[config.mk]
export PLATFORM = sky130hd
export DESIGN_NAME = la_mmu_top
export DESIGN_NICKNAME = d
export VERILOG_FILES = /design/src/la_mmu_pkg.sv /design/src/la_mmu_top.sv /design/src/tlb_write_port.sv /design/src/core_addr_trans.sv /design/src/tlb_match_single.sv
export SDC_FILE = /design/constraint.sdc
export NUM_CORES = 2
export LEC_CHECK = 0
export BUFFER_PORTS_ARGS = -buffer_cell sky130_fd_sc_hd__buf_4
export CORE_MARGIN = 1
export CORE_UTILIZATION = 60
export DETAILED_ROUTE_END_ITERATION = 12
export PLACE_DENSITY = 0.78
export SETUP_SLACK_MARGIN = 0.15
export SYNTH_ARGS = -nofsm -noshare
export SYNTH_HDL_FRONTEND = slang
export SYNTH_SLANG_ARGS = --single-unit
[constraint.sdc]
create_clock -name clk -period 5.9 [get_ports clk]
set_input_delay 1.77 -clock clk [delete_from_list [all_inputs] [get_ports clk]]
set_output_delay 1.77 -clock clk [all_outputs]
set_load 0.01 [all_outputs]
[src/la_mmu_pkg.sv]
`default_nettype none

package la_mmu_pkg;

  // TLB geometry
  localparam int TLB_ENTRY_NUM = 16;
  localparam int TLB_IDX_W     = 4;

  // Legal page size codes
  localparam logic [5:0] PS_4K = 6'd12;
  localparam logic [5:0] PS_4M = 6'd22;

  // CRMD fields
  localparam int CRMD_PLV_HI  = 1;
  localparam int CRMD_PLV_LO  = 0;
  localparam int CRMD_DA      = 3;
  localparam int CRMD_PG      = 4;
  localparam int CRMD_DATF_HI = 6;
  localparam int CRMD_DATF_LO = 5;
  localparam int CRMD_DATM_HI = 8;
  localparam int CRMD_DATM_LO = 7;

  // DMW fields
  localparam int DMW_PLV0    = 0;
  localparam int DMW_PLV3    = 3;
  localparam int DMW_MAT_HI  = 5;
  localparam int DMW_MAT_LO  = 4;
  localparam int DMW_PSEG_HI = 27;
  localparam int DMW_PSEG_LO = 25;
  localparam int DMW_VSEG_HI = 31;
  localparam int DMW_VSEG_LO = 29;

  // CSR snapshot seen by both translators
  typedef struct packed {
    logic [31:0] crmd;
    logic [31:0] asid;
    logic [31:0] dmw0;
    logic [31:0] dmw1;
  } csr_t;

  // Search key of one entry
  typedef struct packed {
    logic [18:0] vppn;
    logic [5:0]  ps;
    logic        g;
    logic [9:0]  asid;
    logic        e;
  } tlb_key_t;

  // One page of the even/odd pair
  typedef struct packed {
    logic [19:0] ppn;
    logic        v;
    logic        d;
    logic [1:0]  mat;
    logic [1:0]  plv;
  } tlb_value_t;

  // Index 0 is the even page, index 1 the odd page
  typedef struct packed {
    tlb_key_t         key;
    tlb_value_t [1:0] value;
  } tlb_entry_t;

  typedef struct packed {
    logic [TLB_ENTRY_NUM-1:0] tlb_we;
    logic                     tlb_inv_all;
    tlb_entry_t               tlb_w_entry;
  } tlb_update_req_t;

  // Translation result, also used for DA and DMW hits
  typedef struct packed {
    logic                 dmw;
    logic                 found;
    logic [TLB_IDX_W-1:0] index;
    logic [5:0]           ps;
    tlb_value_t           value;
  } tlb_s_resp_t;

endpackage

`default_nettype wire
[src/la_mmu_top.sv]
`timescale 1ns/1ps
`default_nettype none

module la_mmu_top
  import la_mmu_pkg::*;
(
  input  wire                  clk,
  input  wire                  reset_i,
  input  wire                  tlbwr_i,
  input  wire  [TLB_IDX_W-1:0] tlbwr_idx_i,
  input  wire  tlb_entry_t     tlbwr_entry_i,
  input  wire                  invtlb_all_i,
  input  wire  csr_t           csr_i,
  input  wire                  if_valid_i,
  input  wire  [31:0]          if_vaddr_i,
  input  wire                  if_stall_i,
  input  wire                  if_jmp_i,
  input  wire                  if_flush_i,
  input  wire                  mem_valid_i,
  input  wire  [31:0]          mem_vaddr_i,
  input  wire                  mem_stall_i,
  input  wire                  mem_jmp_i,
  input  wire                  mem_flush_i,
  output tlb_s_resp_t          if_trans_o,
  output tlb_s_resp_t          mem_trans_o
);

  tlb_update_req_t update_req;

  tlb_write_port tlb_write_port_inst (
    .clk           (clk),
    .reset_i       (reset_i),
    .tlbwr_i       (tlbwr_i),
    .tlbwr_idx_i   (tlbwr_idx_i),
    .tlbwr_entry_i (tlbwr_entry_i),
    .invtlb_all_i  (invtlb_all_i),
    .update_req_o  (update_req)
  );

  // Instruction side
  core_addr_trans #(.FETCH_ADDR(1'b1)) if_trans_inst (
    .clk              (clk),
    .reset_i          (reset_i),
    .valid_i          (if_valid_i),
    .vaddr_i          (if_vaddr_i),
    .stall_i          (if_stall_i),
    .jmp_i            (if_jmp_i),
    .flush_i          (if_flush_i),
    .csr_i            (csr_i),
    .tlb_update_req_i (update_req),
    .trans_result_o   (if_trans_o)
  );

  // Load/store side
  core_addr_trans #(.FETCH_ADDR(1'b0)) mem_trans_inst (
    .clk              (clk),
    .reset_i          (reset_i),
    .valid_i          (mem_valid_i),
    .vaddr_i          (mem_vaddr_i),
    .stall_i          (mem_stall_i),
    .jmp_i            (mem_jmp_i),
    .flush_i          (mem_flush_i),
    .csr_i            (csr_i),
    .tlb_update_req_i (update_req),
    .trans_result_o   (mem_trans_o)
  );

endmodule

`default_nettype wire

[src/tlb_write_port.sv]
`timescale 1ns/1ps
`default_nettype none

module tlb_write_port
  import la_mmu_pkg::*;
(
  input  wire                  clk,
  input  wire                  reset_i,
  input  wire                  tlbwr_i,
  input  wire  [TLB_IDX_W-1:0] tlbwr_idx_i,
  input  wire  tlb_entry_t     tlbwr_entry_i,
  input  wire                  invtlb_all_i,
  output tlb_update_req_t      update_req_o
);

  logic [TLB_ENTRY_NUM-1:0] we_onehot;

  // Invalidate wins over a write in the same cycle
  always_comb begin
    we_onehot = '0;
    if (tlbwr_i && !invtlb_all_i) begin
      we_onehot = TLB_ENTRY_NUM'(1) << tlbwr_idx_i;
    end
  end

  always_ff @(posedge clk) begin
    if (reset_i) begin
      update_req_o <= '0;
    end else begin
      update_req_o.tlb_we      <= we_onehot;
      update_req_o.tlb_inv_all <= invtlb_all_i;
      update_req_o.tlb_w_entry <= tlbwr_entry_i;
    end
  end

endmodule

`default_nettype wire

[src/core_addr_trans.sv]
`timescale 1ns/1ps
`default_nettype none

module core_addr_trans
  import la_mmu_pkg::*;
#(
  parameter bit FETCH_ADDR = 1'b0
) (
  input  wire                  clk,
  input  wire                  reset_i,
  input  wire                  valid_i,
  input  wire  [31:0]          vaddr_i,
  input  wire                  stall_i,
  input  wire                  jmp_i,
  input  wire                  flush_i,
  input  wire  csr_t           csr_i,
  input  wire  tlb_update_req_t tlb_update_req_i,
  output tlb_s_resp_t          trans_result_o
);

  function automatic logic dmw_hit(input logic [31:0] dmw, input logic [31:0] va,
                                   input logic [1:0] plv);
    return va[31:29] == dmw[DMW_VSEG_HI:DMW_VSEG_LO] &&
           ((dmw[DMW_PLV0] && plv == 2'd0) || (dmw[DMW_PLV3] && plv == 2'd3));
  endfunction

  function automatic tlb_s_resp_t dmw_resp(input logic [31:0] dmw, input logic [31:0] va);
    tlb_s_resp_t r;
    r           = '0;
    r.dmw       = 1'b1;
    r.found     = 1'b1;
    r.ps        = PS_4K;
    r.value.ppn = {dmw[DMW_PSEG_HI:DMW_PSEG_LO], va[28:12]};
    r.value.v   = 1'b1;
    r.value.d   = 1'b1;
    r.value.mat = dmw[DMW_MAT_HI:DMW_MAT_LO];
    r.value.plv = dmw[DMW_PLV3] ? 2'b11 : 2'b00;
    return r;
  endfunction

  logic [31:0]              vaddr;
  logic [31:0]              vaddr_q;
  logic [1:0]               plv;
  logic [TLB_ENTRY_NUM-1:0] tlb_match;
  tlb_value_t [1:0]         tlb_value_q [TLB_ENTRY_NUM];
  logic [TLB_ENTRY_NUM-1:0] is_4m_q;
  tlb_s_resp_t              tlb_result;
  tlb_s_resp_t              da_result;
  tlb_s_resp_t              next_result;

  // Keep the address of the stalled request
  always_ff @(posedge clk) begin
    if (!stall_i || jmp_i) begin
      vaddr_q <= vaddr_i;
    end
  end

  assign vaddr = (stall_i && !jmp_i) ? vaddr_q : vaddr_i;
  assign plv   = csr_i.crmd[CRMD_PLV_HI:CRMD_PLV_LO];

  for (genvar i = 0; i < TLB_ENTRY_NUM; i++) begin : g_entry
    tlb_match_single tlb_match_single_inst (
      .clk          (clk),
      .reset_i      (reset_i),
      .vppn_i       (vaddr[31:13]),
      .asid_i       (csr_i.asid[9:0]),
      .update_i     (tlb_update_req_i.tlb_we[i]),
      .inv_all_i    (tlb_update_req_i.tlb_inv_all),
      .update_key_i (tlb_update_req_i.tlb_w_entry.key),
      .match_o      (tlb_match[i])
    );
  end

  // Page pairs and size flag per entry
  always_ff @(posedge clk) begin
    for (int i = 0; i < TLB_ENTRY_NUM; i++) begin
      if (tlb_update_req_i.tlb_we[i]) begin
        tlb_value_q[i] <= tlb_update_req_i.tlb_w_entry.value;
        is_4m_q[i]     <= tlb_update_req_i.tlb_w_entry.key.ps == PS_4M;
      end
    end
  end

  // Match vector is one-hot, so OR in the hitting entry
  always_comb begin
    tlb_result = '0;
    for (int i = 0; i < TLB_ENTRY_NUM; i++) begin
      if (tlb_match[i]) begin
        tlb_result.found = 1'b1;
        tlb_result.index |= TLB_IDX_W'(i);
        tlb_result.ps    |= is_4m_q[i] ? PS_4M : PS_4K;
        tlb_result.value |= tlb_value_q[i][is_4m_q[i] ? vaddr[22] : vaddr[12]];
      end
    end
  end

  always_comb begin
    da_result           = '0;
    da_result.dmw       = 1'b1;
    da_result.found     = 1'b1;
    da_result.ps        = PS_4K;
    da_result.value.ppn = vaddr[31:12];
    da_result.value.v   = 1'b1;
    da_result.value.d   = 1'b1;
    da_result.value.plv = 2'b11;
    da_result.value.mat = FETCH_ADDR ? csr_i.crmd[CRMD_DATF_HI:CRMD_DATF_LO]
                                     : csr_i.crmd[CRMD_DATM_HI:CRMD_DATM_LO];
  end

  // DA, then DMW0, then DMW1, then TLB
  always_comb begin
    if (csr_i.crmd[CRMD_DA]) begin
      next_result = da_result;
    end else if (dmw_hit(csr_i.dmw0, vaddr, plv)) begin
      next_result = dmw_resp(csr_i.dmw0, vaddr);
    end else if (dmw_hit(csr_i.dmw1, vaddr, plv)) begin
      next_result = dmw_resp(csr_i.dmw1, vaddr);
    end else begin
      next_result = tlb_result;
    end
    if (!valid_i) begin
      next_result.found = 1'b0;
    end
  end

  always_ff @(posedge clk) begin
    if (reset_i) begin
      trans_result_o <= '0;
    end else if (!stall_i || flush_i || jmp_i) begin
      trans_result_o <= next_result;
    end
  end

endmodule

`default_nettype wire

[src/tlb_match_single.sv]
`timescale 1ns/1ps
`default_nettype none

module tlb_match_single
  import la_mmu_pkg::*;
(
  input  wire         clk,
  input  wire         reset_i,
  input  wire  [18:0] vppn_i,
  input  wire  [9:0]  asid_i,
  input  wire         update_i,
  input  wire         inv_all_i,
  input  wire  tlb_key_t update_key_i,
  output logic        match_o
);

  logic [18:0] vppn_q;
  logic [9:0]  asid_q;
  logic        g_q;
  logic        is_4m_q;
  logic        e_q;

  always_ff @(posedge clk) begin
    if (update_i) begin
      vppn_q  <= update_key_i.vppn;
      asid_q  <= update_key_i.asid;
      g_q     <= update_key_i.g;
      is_4m_q <= update_key_i.ps == PS_4M;
    end
  end

  always_ff @(posedge clk) begin
    if (reset_i || inv_all_i) begin
      e_q <= 1'b0;
    end else if (update_i) begin
      e_q <= update_key_i.e;
    end
  end

  // 4M pages ignore the low ten vppn bits
  assign match_o = e_q &&
                   (g_q || asid_q == asid_i) &&
                   vppn_q[18:10] == vppn_i[18:10] &&
                   (is_4m_q || vppn_q[9:0] == vppn_i[9:0]);

endmodule

`default_nettype wire

==> results.json <==
{
  "grt_pass1_wl_um": 473000,
  "antenna_found_initial": 29,
  "synth-warning-count": 0,
  "drc_errors": 0,
  "fmax_mhz": 184,
  "clock_latency_ns": 0.85,
  "r2r_end": "mem_trans_inst.trans_result_o[28]",
  "hold_slack_ns": 0.470,
  "max_slew.worst_pin.slew_ns": 1.48,
  "ctsHoldBuffers": 0,
  "post-route-period-util_pct": 92.1,
  "postLayoutCoreUtil_pct": 70.0,
  "crit_path_start": "mem_jmp_i",
  "synthAdderAreaFrac_pct": 0,
  "io_pins": 373,
  "setup_viol": 0,
  "initial_core_util_pct": 60.5,
  "p_per_area_nw_per_um2": 294,
  "hold_violations": 0,
  "cts_tree": "done",
  "drv_cap": 0,
  "vias": 65100,
  "met3_usage_pct": 22.7,
  "overflow": 0,
  "muxShareOfSynthArea_pct": 11.4,
  "status": "finished, final reports clean",
  "slew_violations": 0,
  "coreArea_um2": 129000,
  "grt_max_degree": 70,
  "grt_pass1_vias": 61100,
  "cts_buffer_depth": 3,
  "grt_util_met1_pct": 66.0,
  "drt-vias-per-instance": 7.55,
  "pwr-share-clk_pct": 41.1,
  "place_inst": 8292,
  "root_buffer": "clkbuf_16",
  "die_w_um": 363,
  "grt.total_usage_pct": 52.0,
  "p_leak_nw": 31.8,
  "final_common_cell": "edfxtp_1",
  "seq_area_frac_synth_pct": 57.4,
  "ir_drop_mv": 0.296,
  "hold_class": "reg2reg",
  "fin_setup_tns_ns": 0,
  "synth_xor_xnor_area_share_pct": 7.97,
  "htreeDepth": 4,
  "dr.first_iter.drc_count": 11200,
  "fillers": 9025,
  "ys_ff_latch": 1560,
  "worstPathArrival_ns": 6.11,
  "cp_max_fo": 13,
  "layout_common_cells": "1368 x edfxtp_1, 813 x mux2i_1, 645 x buf_4",
  "hpwl_um": 230000,
  "synthSimpleGateAreaFrac_pct": 8.31,
  "async_flop_share_pct": 0,
  "grt_use_met2_pct": 72.9,
  "synth_area_um2": 78300,
  "grt-busiest-layer": "met2",
  "rsz0062_at_grt": "false",
  "syn_area_per_cell_um2": 12.5,
  "synth_top_family_by_area": "compound AO/OA/AOI/OAI gates",
  "dr.pass1.iters": 7,
  "ant_nets": 0,
  "drive_gt1_share_pct": 16.9,
  "cts.reportedPaths.clkPinSlew_ns": 0.06,
  "period_needed_ns": 5.43,
  "port_buffers": 253,
  "fp-row-count": 132,
  "seqPwrFrac_pct": 47.0,
  "maxSlewHeadroom_pct": 1.17,
  "wl_per_cell_um": 40.6,
  "synth_compound_area_share_pct": 11.5,
  "p_sw_mw": 7.13,
  "dieHeight_um": 363,
  "cts_buffers": 163,
  "internal_power_mw": 19.5,
  "area_delta_synth_final_pct": 15.8,
  "cp_data_required_time_ns": 6.58,
  "die_area_um2": 132000,
  "worstSetupPathType": "in2reg",
  "synth_enable_flop_cells": 1368,
  "post-place-ws_ns": -0.214,
  "skew_ns": 0.0701,
  "cp-start-kind": "input pin",
  "yosysUniqueCellTypes": 103,
  "place.gp.congestion": 1.03,
  "finalNonFillerCells": 8618,
  "reg2reg_slack_ns": 0.85,
  "switching_share_pct": 26.8,
  "syn-instance-count": 6284,
  "power_frac_comb_pct": 11.9,
  "clkSinkCount": 1560,
  "final_nets": 7013,
  "fin_ws_ns": 0.469,
  "reg2reg_from": "mem_trans_inst.vaddr_q[24]",
  "critical_path.endpoint": "mem_trans_inst.trans_result_o[28]",
  "drt-total-wl_um": 350000,
  "endpoint_kind": "register",
  "rr_worst_depth": 14,
  "synth_ff_type": "edfxtp_1"
}
==> metal layers <==
metal | vias to the layer above | routed length, um
li1 | 25000 | -
met1 | 31600 | 118000
met2 | 6612 | 141000
met3 | 1789 | 61900
met4 | 34 | 28400
met5 | - | 234
==> sequential cells by signal, indices dropped and copies added (netlist names) <==
register	count
mem_trans_inst.g_entry.tlb_match_single_inst.e_q	16
mem_trans_inst.tlb_value_q	572
mem_trans_inst.trans_result_o	35
tlb_write_port_inst.update_req_o	106
if_trans_inst.tlb_value_q	260
mem_trans_inst.g_entry.tlb_match_single_inst.vppn_q	304
mem_trans_inst.g_entry.tlb_match_single_inst.asid_q	160
mem_trans_inst.g_entry.tlb_match_single_inst.g_q	16
mem_trans_inst.vaddr_q	20
mem_trans_inst.g_entry.tlb_match_single_inst.is_4m_q	16
if_trans_inst.vaddr_q	20
if_trans_inst.trans_result_o	35
==> metrics by stage <==
stage | total power, mW | instance area [um2]
floorplan | 14.1 | 78300
global placement | 15.6 | 84900
detailed placement | 15.7 | 84900
CTS | 26.3 | 90600
global route | 26.9 | 90600
finish | 26.6 | 90700
==> area by class of cell <==
| type | instances | area (um2) | area share (%) |
|---|---|---|---|
| Tap cell | 1742 | 2180 | 2.40 |
| Antenna cell | 21 | 52.6 | 0.0579 |
| Clock buffer | 204 | 4430 | 4.88 |
| Inverter | 159 | 602 | 0.664 |
| Clock inverter | 100 | 1270 | 1.40 |
| Sequential cell | 1560 | 45000 | 49.6 |
| Multi-Input combinational cell | 4129 | 31200 | 34.4 |
| Timing Repair Buffer | 703 | 6000 | 6.62 |
==> how the worst min path moves through the flow <==
stage	cells past startpoint	endpoint	slack (ns)	start
2_1_floorplan	2	register	0.46	register
3_3_place_gp	2	mem_trans_inst.trans_result_o[33]	0.45	mem_trans_inst.trans_result_o[33]
3_5_place_dp	2	mem_trans_inst.trans_result_o[35]	0.45	mem_trans_inst.trans_result_o[35]
4_1_cts	2	mem_trans_inst.trans_result_o[35]	0.46	mem_trans_inst.trans_result_o[35]
5_1_grt	2	mem_trans_inst.trans_result_o[35]	0.51	mem_trans_inst.trans_result_o[35]
6_report	2	mem_trans_inst.trans_result_o[35]	0.47	mem_trans_inst.trans_result_o[35]
==> critical path: stages <==
cell and delay (ns):
buf_4 0.13, nor2b_4 0.27, buf_12 0.21, buf_4 0.23, mux2i_4 0.43, buf_4 0.26, a22o_1 0.16, nor4_1 0.06
a31oi_1 0.15, buf_4 0.21, or2_2 0.25, and4b_1 0.37, nand4_1 0.18, nor4_1 1.04, buf_4 0.27, a211oi_1 0.07
==> synthesized netlist by cell type, drive strengths merged, types with 18 or more instances <==
master / instances / area share (%)
nand3b: 18 / 0.17
o22a: 26 / 0.29
xor2: 252 / 2.8
xnor2: 460 / 5.1
a21o: 20 / 0.19
dfxtp: 192 / 4.9
a2111oi: 48 / 0.56
a22oi: 34 / 0.33
o22ai: 327 / 2.6
or2: 28 / 0.22
nand2: 146 / 0.70
a221oi: 69 / 0.78
nand3: 113 / 0.72
clkbuf: 169 / 0.81
inv: 150 / 0.73
a21oi: 214 / 1.4
o221ai: 52 / 0.58
nand2b: 40 / 0.32
o211ai: 26 / 0.25
a31oi: 35 / 0.28
nor2b: 143 / 1.2
or3: 38 / 0.30
buf: 270 / 1.9
mux2i: 841 / 11
edfxtp: 1368 / 52
a211oi: 71 / 0.69
nor2: 296 / 1.4
nand4: 80 / 0.64
and3: 21 / 0.17
o21ai: 173 / 1.1
mux2: 32 / 0.46
nor4: 142 / 1.1
nor3: 124 / 0.81
==> power groups by stage <==
stage	clock (mW)	combinational, mW	sequential, mW
global route	11.3	3.14	12.5
CTS	10.9	2.97	12.5
floorplan	0	1.60	12.5
global placement	0	2.92	12.7
finish	10.9	3.17	12.5
detailed placement	0	2.95	12.7
==> kinds of logic (layout without fill, tap and decap cells) <==
family,Yosys count,in the layout
flops,1560,1560
compound gates,1303,1303
simple gates,1237,1237
mux,873,873
xor+xnor,712,712
buf+inv,598,1166
other cells,1,25
==> repair_timing <==
item / 4_1_cts / 5_1_grt
resized for setup: 0 / 1
buffers inserted: 0 / 0
setup endpoints to repair: 0 / 1
Note: power is estimated with default switching activity, not from simulation.
